## config.mk

```make
export PLATFORM = sky130hd
export DESIGN_NAME = ahbSwitch
export DESIGN_NICKNAME = d
export VERILOG_FILES = /design/src/common/ahbSwitchPkg.sv /design/src/masterPort/masterPort.sv /design/src/slavePort/slaveArbiter.sv /design/src/slavePort/slavePort.sv /design/src/source/ahbSwitch.sv
export SDC_FILE = /design/constraint.sdc
export NUM_CORES = 1
export LEC_CHECK = 0
export BUFFER_PORTS_ARGS = -buffer_cell sky130_fd_sc_hd__buf_2
export CAP_MARGIN = 20
export CELL_PAD_IN_SITES_DETAIL_PLACEMENT = 2
export CELL_PAD_IN_SITES_GLOBAL_PLACEMENT = 2
export CORE_UTILIZATION = 21
export DETAILED_ROUTE_END_ITERATION = 16
export PLACE_DENSITY = 0.87
export SETUP_SLACK_MARGIN = 0.4
export SLEW_MARGIN = 40
export SYNTH_ARGS = -nofsm -noshare
export SYNTH_HDL_FRONTEND = slang
export SYNTH_SLANG_ARGS = --single-unit
export TNS_END_PERCENT = 50
```

## constraint.sdc

```tcl
create_clock -name HCLK -period 2.95 [get_ports HCLK]
set_input_delay 0.1475 -clock HCLK [delete_from_list [all_inputs] [get_ports HCLK]]
set_output_delay 0.1475 -clock HCLK [all_outputs]
set_load 0.02 [all_outputs]
```

## src/common/ahbSwitchPkg.sv

```systemverilog
// Switch widths, port counts, address map, HTRANS codes and AHB request/response structs
package ahbSwitchPkg;

  ////////////////////////////////////////////////////////////
  // Sizes
  ////////////////////////////////////////////////////////////

  // Address and data bus widths
  localparam int addrWidth = 32;
  localparam int dataWidth = 32;

  // Number of master ports and slave ports
  localparam int masterCount = 2;
  localparam int slaveCount  = 2;

  // Bits needed to hold a master index
  localparam int masterIdBits = 1;

  ////////////////////////////////////////////////////////////
  // Basic types and address map
  ////////////////////////////////////////////////////////////

  typedef logic [addrWidth-1:0] addr_t;
  typedef logic [dataWidth-1:0] data_t;

  // Slave 0 at 0x0000_0000, slave 1 at 0x1000_0000
  localparam addr_t slaveBase [slaveCount] = '{32'h0000_0000, 32'h1000_0000};

  // Only the top nibble takes part in the decode
  localparam addr_t slaveMask [slaveCount] = '{32'hF000_0000, 32'hF000_0000};

  // HTRANS codes that the switch understands
  localparam logic [1:0] transIdle   = 2'b00;
  localparam logic [1:0] transNonseq = 2'b10;

  ////////////////////////////////////////////////////////////
  // Bus structs
  ////////////////////////////////////////////////////////////

  // Address phase, sel doubles as request valid inside the switch
  typedef struct packed {
    logic       sel;
    addr_t      addr;
    logic       write;
    logic [2:0] size;
    logic [1:0] trans;
  } ahbReq_t;

  // Data phase response, ready is HREADYOUT toward a master
  typedef struct packed {
    data_t rdata;
    logic  ready;
    logic  resp;
  } ahbResp_t;

  // One-hot slave select from the address decoder
  typedef logic [slaveCount-1:0] slaveSel_t;

  // One-hot master grant from a slave arbiter
  typedef logic [masterCount-1:0] masterGrant_t;

endpackage

```

## src/masterPort/masterPort.sv

```systemverilog
// Master port with address decode, pending request register and unmapped error response
`timescale 1ns/1ps

module masterPort
(
  input  logic                     HCLK,
  input  logic                     reset,
  input  ahbSwitchPkg::ahbReq_t    mstReq,
  input  ahbSwitchPkg::data_t      mstWdata,
  input  logic                     mstReady,
  output ahbSwitchPkg::ahbResp_t   mstResp,
  output ahbSwitchPkg::ahbReq_t    portReq,
  output ahbSwitchPkg::slaveSel_t  portSel,
  output ahbSwitchPkg::data_t      portWdata,
  input  ahbSwitchPkg::ahbResp_t   slvResp [ahbSwitchPkg::slaveCount],
  input  ahbSwitchPkg::slaveSel_t  grant
);

  // Held address phase
  ahbSwitchPkg::ahbReq_t   pendReq;
  logic                    pendValid;
  // Request seen by the slave ports
  logic                    liveValid;
  logic                    reqValid;
  ahbSwitchPkg::slaveSel_t decodeSel;
  ahbSwitchPkg::slaveSel_t slaveReady;
  logic                    forwarded;
  logic                    unmapped;
  // Data phase owner and error sequence
  ahbSwitchPkg::slaveSel_t dataSlave;
  logic                    dataActive;
  logic                    errFirst;
  logic                    errSecond;
  ahbSwitchPkg::ahbResp_t  dataResp;

  ////////////////////////////////////////////////////////////
  // Request selection and decode
  ////////////////////////////////////////////////////////////

  // New NONSEQ transfer accepted on this edge
  assign liveValid = mstReq.sel && (mstReq.trans == ahbSwitchPkg::transNonseq) && mstReady;
  assign reqValid  = pendValid || liveValid;

  // Held request has precedence over the bus
  always_comb
  begin
    portReq     = pendValid ? pendReq : mstReq;
    portReq.sel = reqValid;
    if (!reqValid)
    begin
      portReq.trans = ahbSwitchPkg::transIdle;
    end
  end

  // Masked compare against each slave base
  always_comb
  begin
    for (int s = 0; s < ahbSwitchPkg::slaveCount; s++)
    begin
      decodeSel[s] = (portReq.addr & ahbSwitchPkg::slaveMask[s]) ==
                     (ahbSwitchPkg::slaveBase[s] & ahbSwitchPkg::slaveMask[s]);
    end
  end

  assign portSel  = reqValid ? decodeSel : '0;
  assign unmapped = reqValid && (decodeSel == '0);

  // Master holds HWDATA through its own wait states
  assign portWdata = mstWdata;

  // Address phase leaves the port when granted and the slave is ready
  always_comb
  begin
    for (int s = 0; s < ahbSwitchPkg::slaveCount; s++)
    begin
      slaveReady[s] = slvResp[s].ready;
    end
  end

  assign forwarded = |(portSel & grant & slaveReady);

  ////////////////////////////////////////////////////////////
  // Response path
  ////////////////////////////////////////////////////////////

  // Response of the slave that owns the data phase
  always_comb
  begin
    dataResp = '0;
    for (int s = 0; s < ahbSwitchPkg::slaveCount; s++)
    begin
      if (dataSlave[s])
      begin
        dataResp = slvResp[s];
      end
    end
  end

  always_comb
  begin
    mstResp.rdata = dataResp.rdata;
    if (errFirst)
    begin
      mstResp.ready = 1'b0;
      mstResp.resp  = 1'b1;
    end
    else if (errSecond)
    begin
      mstResp.ready = 1'b1;
      mstResp.resp  = 1'b1;
    end
    else if (pendValid)
    begin
      // Waiting for a grant
      mstResp.ready = 1'b0;
      mstResp.resp  = 1'b0;
    end
    else if (dataActive)
    begin
      mstResp.ready = dataResp.ready;
      mstResp.resp  = dataResp.resp;
    end
    else
    begin
      mstResp.ready = 1'b1;
      mstResp.resp  = 1'b0;
    end
  end

  ////////////////////////////////////////////////////////////
  // State
  ////////////////////////////////////////////////////////////

  always_ff @(posedge HCLK)
  begin
    if (reset)
    begin
      pendValid  <= 1'b0;
      dataActive <= 1'b0;
      dataSlave  <= '0;
      errFirst   <= 1'b0;
      errSecond  <= 1'b0;
    end
    else
    begin
      // Two cycle error on an unmapped address
      errFirst  <= unmapped;
      errSecond <= errFirst;
      // Keep showing a mapped request until it gets through
      pendValid <= reqValid && !unmapped && !forwarded;
      if (forwarded)
      begin
        dataActive <= 1'b1;
        dataSlave  <= portSel;
      end
      else if (mstResp.ready)
      begin
        dataActive <= 1'b0;
      end
    end
  end

  // Capture the bus while nothing is held
  always_ff @(posedge HCLK)
  begin
    if (!pendValid)
    begin
      pendReq <= mstReq;
    end
  end

endmodule

```

## src/slavePort/slaveArbiter.sv

```systemverilog
// Fixed priority arbiter that locks one slave to a master for its data phase
`timescale 1ns/1ps

module slaveArbiter
(
  input  logic                       HCLK,
  input  logic                       reset,
  input  ahbSwitchPkg::masterGrant_t request,
  input  logic                       slaveReady,
  output ahbSwitchPkg::masterGrant_t grant
);

  // Combinational winner among the requests
  ahbSwitchPkg::masterGrant_t pick;
  // Data phase owner
  ahbSwitchPkg::masterGrant_t owner;
  logic                       ownerValid;

  ////////////////////////////////////////////////////////////
  // Priority pick
  ////////////////////////////////////////////////////////////

  // Walk downward so the lowest index is the last to overwrite
  always_comb
  begin
    pick = '0;
    for (int m = ahbSwitchPkg::masterCount - 1; m >= 0; m--)
    begin
      if (request[m])
      begin
        pick    = '0;
        pick[m] = 1'b1;
      end
    end
  end

  // Locked to the owner while a data phase runs
  assign grant = ownerValid ? owner : pick;

  ////////////////////////////////////////////////////////////
  // Owner register
  ////////////////////////////////////////////////////////////

  // Slave ready ends the data phase and samples the next address
  always_ff @(posedge HCLK)
  begin
    if (reset)
    begin
      owner      <= '0;
      ownerValid <= 1'b0;
    end
    else if (slaveReady)
    begin
      owner      <= grant & request;
      ownerValid <= |(grant & request);
    end
  end

endmodule

```

## src/slavePort/slavePort.sv

```systemverilog
// Slave port with request collection, address and write data mux and response return
`timescale 1ns/1ps

module slavePort
(
  input  logic                       HCLK,
  input  logic                       reset,
  input  ahbSwitchPkg::ahbReq_t      portReq [ahbSwitchPkg::masterCount],
  input  logic                       portSel [ahbSwitchPkg::masterCount],
  input  ahbSwitchPkg::data_t        portWdata [ahbSwitchPkg::masterCount],
  output ahbSwitchPkg::ahbReq_t      slvReq,
  output ahbSwitchPkg::data_t        slvWdata,
  input  ahbSwitchPkg::ahbResp_t     slvResp,
  output ahbSwitchPkg::ahbResp_t     portResp,
  output ahbSwitchPkg::masterGrant_t grant
);

  // Masters that address this slave
  ahbSwitchPkg::masterGrant_t            request;
  // Granted master that also requests
  ahbSwitchPkg::masterGrant_t            active;
  // Index form of the grant
  logic [ahbSwitchPkg::masterIdBits-1:0] grantIdx;

  ////////////////////////////////////////////////////////////
  // Arbitration
  ////////////////////////////////////////////////////////////

  // One bit per master port
  always_comb
  begin
    for (int m = 0; m < ahbSwitchPkg::masterCount; m++)
    begin
      request[m] = portSel[m];
    end
  end

  slaveArbiter arbiter
  (
    .HCLK       (HCLK),
    .reset      (reset),
    .request    (request),
    .slaveReady (slvResp.ready),
    .grant      (grant)
  );

  // One-hot to index
  always_comb
  begin
    grantIdx = '0;
    for (int m = 0; m < ahbSwitchPkg::masterCount; m++)
    begin
      if (grant[m])
      begin
        grantIdx = m[ahbSwitchPkg::masterIdBits-1:0];
      end
    end
  end

  assign active = grant & request;

  ////////////////////////////////////////////////////////////
  // Address phase mux
  ////////////////////////////////////////////////////////////

  // Idle transfer when the granted master has nothing for this slave
  always_comb
  begin
    slvReq = portReq[grantIdx];
    if (active == '0)
    begin
      slvReq.sel   = 1'b0;
      slvReq.trans = ahbSwitchPkg::transIdle;
    end
    else
    begin
      slvReq.sel = 1'b1;
    end
  end

  ////////////////////////////////////////////////////////////
  // Data phase
  ////////////////////////////////////////////////////////////

  // During a data phase the grant is the registered owner,
  // so the same index selects the write data
  assign slvWdata = portWdata[grantIdx];

  // Response goes to every master port, the owner picks it up
  assign portResp = slvResp;

endmodule

```

## src/source/ahbSwitch.sv

```systemverilog
// Two master, two slave AHB3-Lite switch top with port instances and crossbar wiring
`timescale 1ns/1ps

module ahbSwitch
(
  input  logic                   HCLK,
  input  logic                   reset,
  // Master side
  input  ahbSwitchPkg::ahbReq_t  mstReq    [ahbSwitchPkg::masterCount],
  input  ahbSwitchPkg::data_t    mstWdata  [ahbSwitchPkg::masterCount],
  input  logic                   mstReady  [ahbSwitchPkg::masterCount],
  output ahbSwitchPkg::ahbResp_t mstResp   [ahbSwitchPkg::masterCount],
  // Slave side
  output ahbSwitchPkg::ahbReq_t  slvReq    [ahbSwitchPkg::slaveCount],
  output ahbSwitchPkg::data_t    slvWdata  [ahbSwitchPkg::slaveCount],
  input  ahbSwitchPkg::ahbResp_t slvResp   [ahbSwitchPkg::slaveCount]
);

  // Master port outputs
  ahbSwitchPkg::ahbReq_t      portReq   [ahbSwitchPkg::masterCount];
  ahbSwitchPkg::slaveSel_t    portSel   [ahbSwitchPkg::masterCount];
  ahbSwitchPkg::data_t        portWdata [ahbSwitchPkg::masterCount];
  // Slave port outputs
  ahbSwitchPkg::ahbResp_t     portResp  [ahbSwitchPkg::slaveCount];
  ahbSwitchPkg::masterGrant_t slvGrant  [ahbSwitchPkg::slaveCount];
  // Transposed select and grant
  logic                       selToSlave [ahbSwitchPkg::slaveCount][ahbSwitchPkg::masterCount];
  ahbSwitchPkg::slaveSel_t    mstGrant  [ahbSwitchPkg::masterCount];

  ////////////////////////////////////////////////////////////
  // Crossbar
  ////////////////////////////////////////////////////////////

  for (genvar s = 0; s < ahbSwitchPkg::slaveCount; s++)
  begin : genCross
    for (genvar m = 0; m < ahbSwitchPkg::masterCount; m++)
    begin : genMaster
      assign selToSlave[s][m] = portSel[m][s];
      assign mstGrant[m][s]   = slvGrant[s][m];
    end
  end

  ////////////////////////////////////////////////////////////
  // Ports
  ////////////////////////////////////////////////////////////

  for (genvar m = 0; m < ahbSwitchPkg::masterCount; m++)
  begin : genMasterPorts
    masterPort mstPort
    (
      .HCLK      (HCLK),
      .reset     (reset),
      .mstReq    (mstReq[m]),
      .mstWdata  (mstWdata[m]),
      .mstReady  (mstReady[m]),
      .mstResp   (mstResp[m]),
      .portReq   (portReq[m]),
      .portSel   (portSel[m]),
      .portWdata (portWdata[m]),
      .slvResp   (portResp),
      .grant     (mstGrant[m])
    );
  end

  for (genvar s = 0; s < ahbSwitchPkg::slaveCount; s++)
  begin : genSlavePorts
    slavePort slvPort
    (
      .HCLK      (HCLK),
      .reset     (reset),
      .portReq   (portReq),
      .portSel   (selToSlave[s]),
      .portWdata (portWdata),
      .slvReq    (slvReq[s]),
      .slvWdata  (slvWdata[s]),
      .slvResp   (slvResp[s]),
      .portResp  (portResp[s]),
      .grant     (slvGrant[s])
    );
  end

endmodule

```

==> impl_metrics.env, run 1 <==
export IMPL_r2r_cells=8
export IMPL_status="finished clean"
export IMPL_cts_made_buffers=9
export IMPL_fin_crit_sh_pct=98.42
export IMPL_critical_path_arrival_ps=2760
export IMPL_path_clk_slew_ps=90
export IMPL_maxSlewHeadroom_pct=48.32
export IMPL_numPortBuffers=423
export IMPL_rsz0062_at_grt="true"
export IMPL_r2r_start="genMasterPorts[0].mstPort.pendValid$_SDFF_PP0_"
export IMPL_use_met1_pct=20.24
export IMPL_dr_pass1_iters=5
export IMPL_async_flop_share_pct=0
export IMPL_vias=7406
export IMPL_cts_tree="yes"
export IMPL_synth_main_ff_cell="dfxtp_1"
export IMPL_crit_chain="nor4b_4, buf_4, o22ai_2, o41a_4, buf_12, buf_12, buf_16, a21oi_1, buf_2"
export IMPL_critPathCaptureType="primary output"
export IMPL_drt_iter0_drc=219
export IMPL_fp_dieH_microns=167.1
export IMPL_fill_cells=2966
export IMPL_yosys_warnings=0
export IMPL_startpoint_type="register"
export IMPL_clockRootBuffer="clkbuf_16"
export IMPL_drive_above_1_share_pct=62.85
export IMPL_worst_pin_slew_ps=755.7
export IMPL_routed_wirelength_mm=39.61
export IMPL_synth_edf_count=0
export IMPL_ant_nets=0
export IMPL_utilization_pct=38.28
export IMPL_grt_util_met2_pct=49.52
export IMPL_worstSetupPathType="reg -> out"
export IMPL_slew_violations=0
export IMPL_grt_most_used_layer="met2"
export IMPL_fin_nets=1310
export IMPL_path_common_cell="buf_12"
export IMPL_h_tree_depth=3
export IMPL_rr_endpoint="genSlavePorts[0].slvPort.arbiter.ownerValid$_SDFFE_PP0P_"
export IMPL_worstPathRequired_ps=2800
export IMPL_finalHoldViolCount=0
export IMPL_final_min_clock_period_ps=2904
export IMPL_grt_max_degree=37
export IMPL_powerDensity_mw_per_mm2=329.5
export IMPL_path_max_fanout=7
export IMPL_clock_skew_ps=17.38
export IMPL_synth_seq_area_share_pct=32.89
export IMPL_whs_path_depth=2
export IMPL_numClockSinks=94
export IMPL_coreArea_sq_mm=0.02688
export IMPL_hold_start="mstReq[0]"
export IMPL_p_total_uw=3390
export IMPL_ios=424
export IMPL_antenna_found_initial=13
export IMPL_clk_path_buf_depth=2
export IMPL_postSynthAreaPerCell_sq_um=8.954
export IMPL_synth_seq_cells=94
export IMPL_min_to="genMasterPorts[1].mstPort.pendReq[0]$_DFF_P_"
export IMPL_floorplan_initialDensity_pct=21.29
export IMPL_synth_top_cell_by_area="dfxtp_1"
export IMPL_syn_num_nets=853
export IMPL_gp_congestion=0.8498
export IMPL_worst_hold_path_type="in -> reg"
export IMPL_rows=60
export IMPL_dpl_hpwl_mm=25.37
export IMPL_slowest_delay_ps=570
export IMPL_die_width_microns=167.1
export IMPL_setup_viol=0
export IMPL_ys_types=50
export IMPL_via_per_inst=5.104
export IMPL_maxCapViolations=0
export IMPL_fmax_mhz=344.4
export IMPL_grt_pass1_wl_mm=49.74
export IMPL_insertion_delay_ps=360
export IMPL_ctsHoldBuffers=0
export IMPL_grt_overflow=0
export IMPL_synth_top_cell_area_share_pct=32.89
export IMPL_die_area_sq_mm=0.02791
export IMPL_synthTopCellsByArea="dfxtp_1, mux2_2, a22o_1"
export IMPL_synth_area_sq_mm=0.005722
export IMPL_netlist_instances=639
export IMPL_ys_top_cells_by_count="dfxtp_1, mux2_2, nor2_1"
export IMPL_reg2reg_slack_ps=660
export IMPL_globalRouteMet3Util_pct=6.036
export IMPL_syn_to_final_growth_pct=79.82
export IMPL_grt_usage_pct=23.93
export IMPL_routedWlPerCell_microns=27.29
export IMPL_crit_slowest_cell="o41a_4"
export IMPL_p_leak_uw=0.005066
export IMPL_peakVddDrop_uv=238.2
export IMPL_first_global_vias=7906
export IMPL_drc_errors=0
-- state kept, by name (all words and copies together), names as in the netlist --
signal / flops
genMasterPorts.mstPort.pendReq: 76
genMasterPorts.mstPort.errSecond: 2
genSlavePorts.slvPort.arbiter.owner: 4
genMasterPorts.mstPort.dataSlave: 4
genMasterPorts.mstPort.dataActive: 2
genSlavePorts.slvPort.arbiter.ownerValid: 2
genMasterPorts.mstPort.errFirst: 2
genMasterPorts.mstPort.pendValid: 2
-- worst max path at each step --
stage                                                               from           end  slack (ps)  depth (start not counted)
after floorplan           genMasterPorts[0].mstPort.pendValid$_SDFF_PP0_    slvReq[16]         590                          9
after global placement    genMasterPorts[1].mstPort.pendValid$_SDFF_PP0_    slvReq[39]         450                          7
after detailed placement  genMasterPorts[1].mstPort.pendValid$_SDFF_PP0_    slvReq[39]         320                          7
after CTS                 genMasterPorts[0].mstPort.pendValid$_SDFF_PP0_  slvWdata[45]         180                          7
after global routing      genMasterPorts[0].mstPort.pendValid$_SDFF_PP0_  slvWdata[37]         -40                          9
final                      genMasterPorts[1].mstPort.pendReq[36]$_DFF_P_    slvReq[50]          50                          9
-- where the power goes --
| part | switching, uW | leakage, uW | internal [uW] | total (uW) |
|---|---|---|---|---|
| Clock | 618 | 0.000143 | 601 | 1220 |
| Combinational | 461 | 0.00413 | 356 | 817 |
| Sequential | 27.8 | 0.000788 | 1330 | 1350 |
| Total | 1110 | 0.00507 | 2280 | 3390 |
-- metal layers --
| metal | part of all wire [%] | wire (microns) |
|---|---|---|
| met5 | 0 | 0 |
| met4 | 6.9 | 2746 |
| met3 | 6.7 | 2668 |
| met2 | 55 | 21940 |
| met1 | 31 | 12250 |
-- placed cells by master, fill, tap and decap left out, drive strengths merged, types with 4 or more instances in the layout --
cell type and n:
buf 491, diode 9, nand3 4, nand2b 8, dfxtp 94, nor2b 5, nor2 85, nor3 5
o21ai 4, a22o 65, inv 46, nand2 9, a21oi 84, mux2 104, clkbuf 16, mux2i 38
-- layout make-up --
class                           instances  area [sq um]  area share (%)
Multi-Input combinational cell        449          3867           37.59
Timing Repair Buffer                  499          3618           35.17
Sequential cell                        94          1891           18.38
Tap cell                              341         426.7           4.147
Clock buffer                            9         225.2           2.189
Inverter                               43         165.2           1.605
Clock inverter                          7         72.57          0.7053
Antenna cell                            9         22.52          0.2189
-- cells by family after synthesis --
group                  count (synthesis)  share of synthesized area [%]
AO/OA/AOI/OAI                        173                          20.97
multiplexers                         142                          27.12
AND/OR/NAND/NOR                      134                          11.13
buffers and inverters                 96                          7.894
flip-flops                            94                          32.89
-- metrics by stage --
stage | area (sq um) | TNS [ps] | hold slack [ps] | worst slack [ps] | instances
after floorplan | 5722 | 0 | 219.1 | 590.4 | 639
after global placement | 8153 | 0 | 394.5 | 451.3 | 1369
after detailed placement | 8153 | 0 | 399.6 | 316.8 | 1369
after CTS | 9205 | 0 | 22.71 | 182.2 | 1417
after global routing | 10290 | -73.89 | 36.63 | -38.68 | 1450
final | 10290 | 0 | 41.89 | 46.49 | 1451
-- timing repair --
item | in CTS | in global routing
resized for setup | 85 | 211
pin swaps | 8 | 22
gates cloned | 9 | 8
hold endpoints to repair | 0 | 0
setup endpoints to repair | 142 | 142
buffers inserted | 23 | 17
-- critical path, delay by kind of cell, from the launching register on --
| family | cells | cell delay (ps) |
|---|---|---|
| and+or+nand+nor | 1 | 330 |
| DFF | 1 | 350 |
| AOI/OAI and AO/OA | 3 | 840 |
| buffers and inverters | 5 | 850 |
Power figures use the tool's default switching activity.
==> inputs of run 2 (changes only) <==
Settings changed: CORE_AREA set to 2 2 166 168, CORE_UTILIZATION 21 to not set, DIE_AREA set to 0 0 168 170, PLACE_DENSITY 0.87 to 0.88.
Clock period 2.95 ns to 3.6 ns, I/O delays scaled along.
==> impl_metrics.env, run 2 (synthesis gave the netlist of run 1 again) <==
export IMPL_place_area_sq_mm=0.008124
export IMPL_clockRootBuffer="clkbuf_16"
export IMPL_fin_cells=1392
export IMPL_rows=60
export IMPL_path_max_fanout=47
export IMPL_syn_to_final_growth_pct=49.22
export IMPL_routedWlPerCell_microns=22.87
export IMPL_ctsHoldBuffers=0
export IMPL_netSwitchingFraction_pct=31.91
export IMPL_die_area_sq_mm=0.02856
export IMPL_via_per_inst=4.871
export IMPL_final_common_cell="buf_2"
export IMPL_worstPathRequired_ps=3420
export IMPL_dpl_worst_slack_ps=639.3
export IMPL_cts_tree="yes"
export IMPL_fp_dieH_microns=170
export IMPL_multiInputGateArea_sq_mm=0.003432
export IMPL_maxSlewHeadroom_pct=60.90
export IMPL_path_clk_slew_ps=80
export IMPL_grt_max_degree=67
export IMPL_p_int_uw=1803
export IMPL_powerDensity_mw_per_mm2=310.2
export IMPL_grt_usage_pct=21.14
export IMPL_maxCapViolations=0
export IMPL_clock_skew_ps=12.70
export IMPL_finalHoldViolCount=0
export IMPL_fill_cells=3165
export IMPL_final_cell_mix="buf_2, mux2_2, dfxtp_1"
export IMPL_startpoint_type="register"
export IMPL_insertion_delay_ps=350
export IMPL_clkPwrFrac_pct=37.4
export IMPL_numClockSinks=94
export IMPL_ff_latch_area_sq_mm=0.001887
export IMPL_coreArea_sq_mm=0.02665
export IMPL_p_leak_uw=0.004199
export IMPL_fin_ws_ps=511.6
export IMPL_first_global_vias=7401
export IMPL_worstSetupPathType="reg -> out"
export IMPL_die_width_microns=168
export IMPL_numPortBuffers=423
export IMPL_dpl_hpwl_mm=26.28
export IMPL_gp_congestion=0.8676
export IMPL_dpl_cell_count=1364
export IMPL_dr_pass1_iters=4
export IMPL_peakVddDrop_uv=189.5
export IMPL_fin_nets=1251
export IMPL_critical_path_arrival_ps=2910
export IMPL_routed_wirelength_mm=31.84
export IMPL_final_min_clock_period_ps=3088
export IMPL_p_total_uw=2648
export IMPL_tns_ps=0
export IMPL_antenna_found_initial=13
export IMPL_largest_register_ffs=76
export IMPL_fmax_mhz=323.8
export IMPL_p_comb_share_pct=20.8
export IMPL_slew_violations=0
export IMPL_ant_nets=0
export IMPL_grt_pass1_wl_mm=45.43
export IMPL_pwr_share_seq_pct=41.8
export IMPL_reg2reg_slack_ps=1430
export IMPL_vias=6780
export IMPL_ios=424
export IMPL_clk_path_buf_depth=2
export IMPL_fin_area_sq_mm=0.008538
export IMPL_rsz0062_at_grt="false"
export IMPL_worst_hold_path_type="in -> reg"
export IMPL_regMostFlops="genMasterPorts.mstPort.pendReq"
export IMPL_drc_errors=0
export IMPL_drt_iter0_drc=151
export IMPL_setup_viol=0
export IMPL_h_tree_depth=3
export IMPL_fin_crit_sh_pct=85.79
export IMPL_status="finished clean"
export IMPL_critPathCaptureType="primary output"
export IMPL_grt_overflow=0
export IMPL_drive_above_1_share_pct=54.22
export IMPL_power_switching_uw=845.1
export IMPL_floorplan_initialDensity_pct=21.47
export IMPL_worst_pin_slew_ps=585.3
export IMPL_largestRegisters="genMasterPorts.mstPort.pendReq x76, genMasterPorts.mstPort.dataSlave x4, genSlavePorts.slvPort.arbiter.owner x4"
export IMPL_cts_made_buffers=9
[run 2: cell types whose count changed in the layout (fill, tap and decap cells not counted), moves of 28 or more]
cell     before  now
a21oi_1      52   83
a21oi_2      29    1
buf_2       348  423
buf_4        58   12
buf_6        60    1
mux2_4       29    0
[run 2: critical path: stages, from the launching register on]
cell      delay (ps)
dfxtp_4          400
or4_4            590
a221oi_2         430
o41a_2           270
buf_16           250
mux2_2           380
buf_2            170
[run 2: timing repair]
item                       CTS  global route
cloned                       1             0
setup endpoints to repair   76            60
setup buffers                0             2
pin swaps                    0             0
gates resized for setup      3             4
[run 2: worst paths after layout]
kind | depth (start not counted) | to | from
min reg2reg | 1 | genMasterPorts[0].mstPort.pendReq[1]$_DFF_P_ | genMasterPorts[0].mstPort.pendReq[1]$_DFF_P_
max reg2reg | 5 | genSlavePorts[1].slvPort.arbiter.ownerValid$_SDFFE_PP0P_ | genMasterPorts[0].mstPort.pendValid$_SDFF_PP0_
min | 3 | genMasterPorts[0].mstPort.pendReq[13]$_DFF_P_ | mstReq[52]
max | 6 | slvWdata[57] | genMasterPorts[0].mstPort.pendValid$_SDFF_PP0_
[run 2: layout make-up]
cell class	instances	area share, %
clock buffer	9	2.638
timing repair buffer	440	27.04
multi-input combinational	449	40.20
tap	341	4.997
sequential	94	22.10
clock inverter	7	0.8792
antenna	9	0.2638
inverter	43	1.890
[run 2: metrics by stage]
stage               hold slack, ps  util, %
floorplan                    251.6        -
global placement             425.1    30.42
detailed placement           438.0    30.48
CTS                          68.64    31.78
global route                 73.47    32.02
finish                       81.71    32.04
[run 2: power by group through the flow]
stage / combinational (uW) / sequential, uW / clock (uW)
detailed placement: 550 / 1130 / 0
global route: 585 / 1110 / 1070
CTS: 553 / 1110 / 1010
floorplan: 261 / 1120 / 0
global placement: 530 / 1130 / 0
finish: 551 / 1110 / 990
[run 2: layer usage]
layer	vias to the layer above	GRT usage (%)	wire length, microns
met5	-	0	51
met4	8	9.414	1235
met3	55	5.907	2330
met2	326	44.05	17970
met1	3299	18.47	10250
li1	3092	-	-
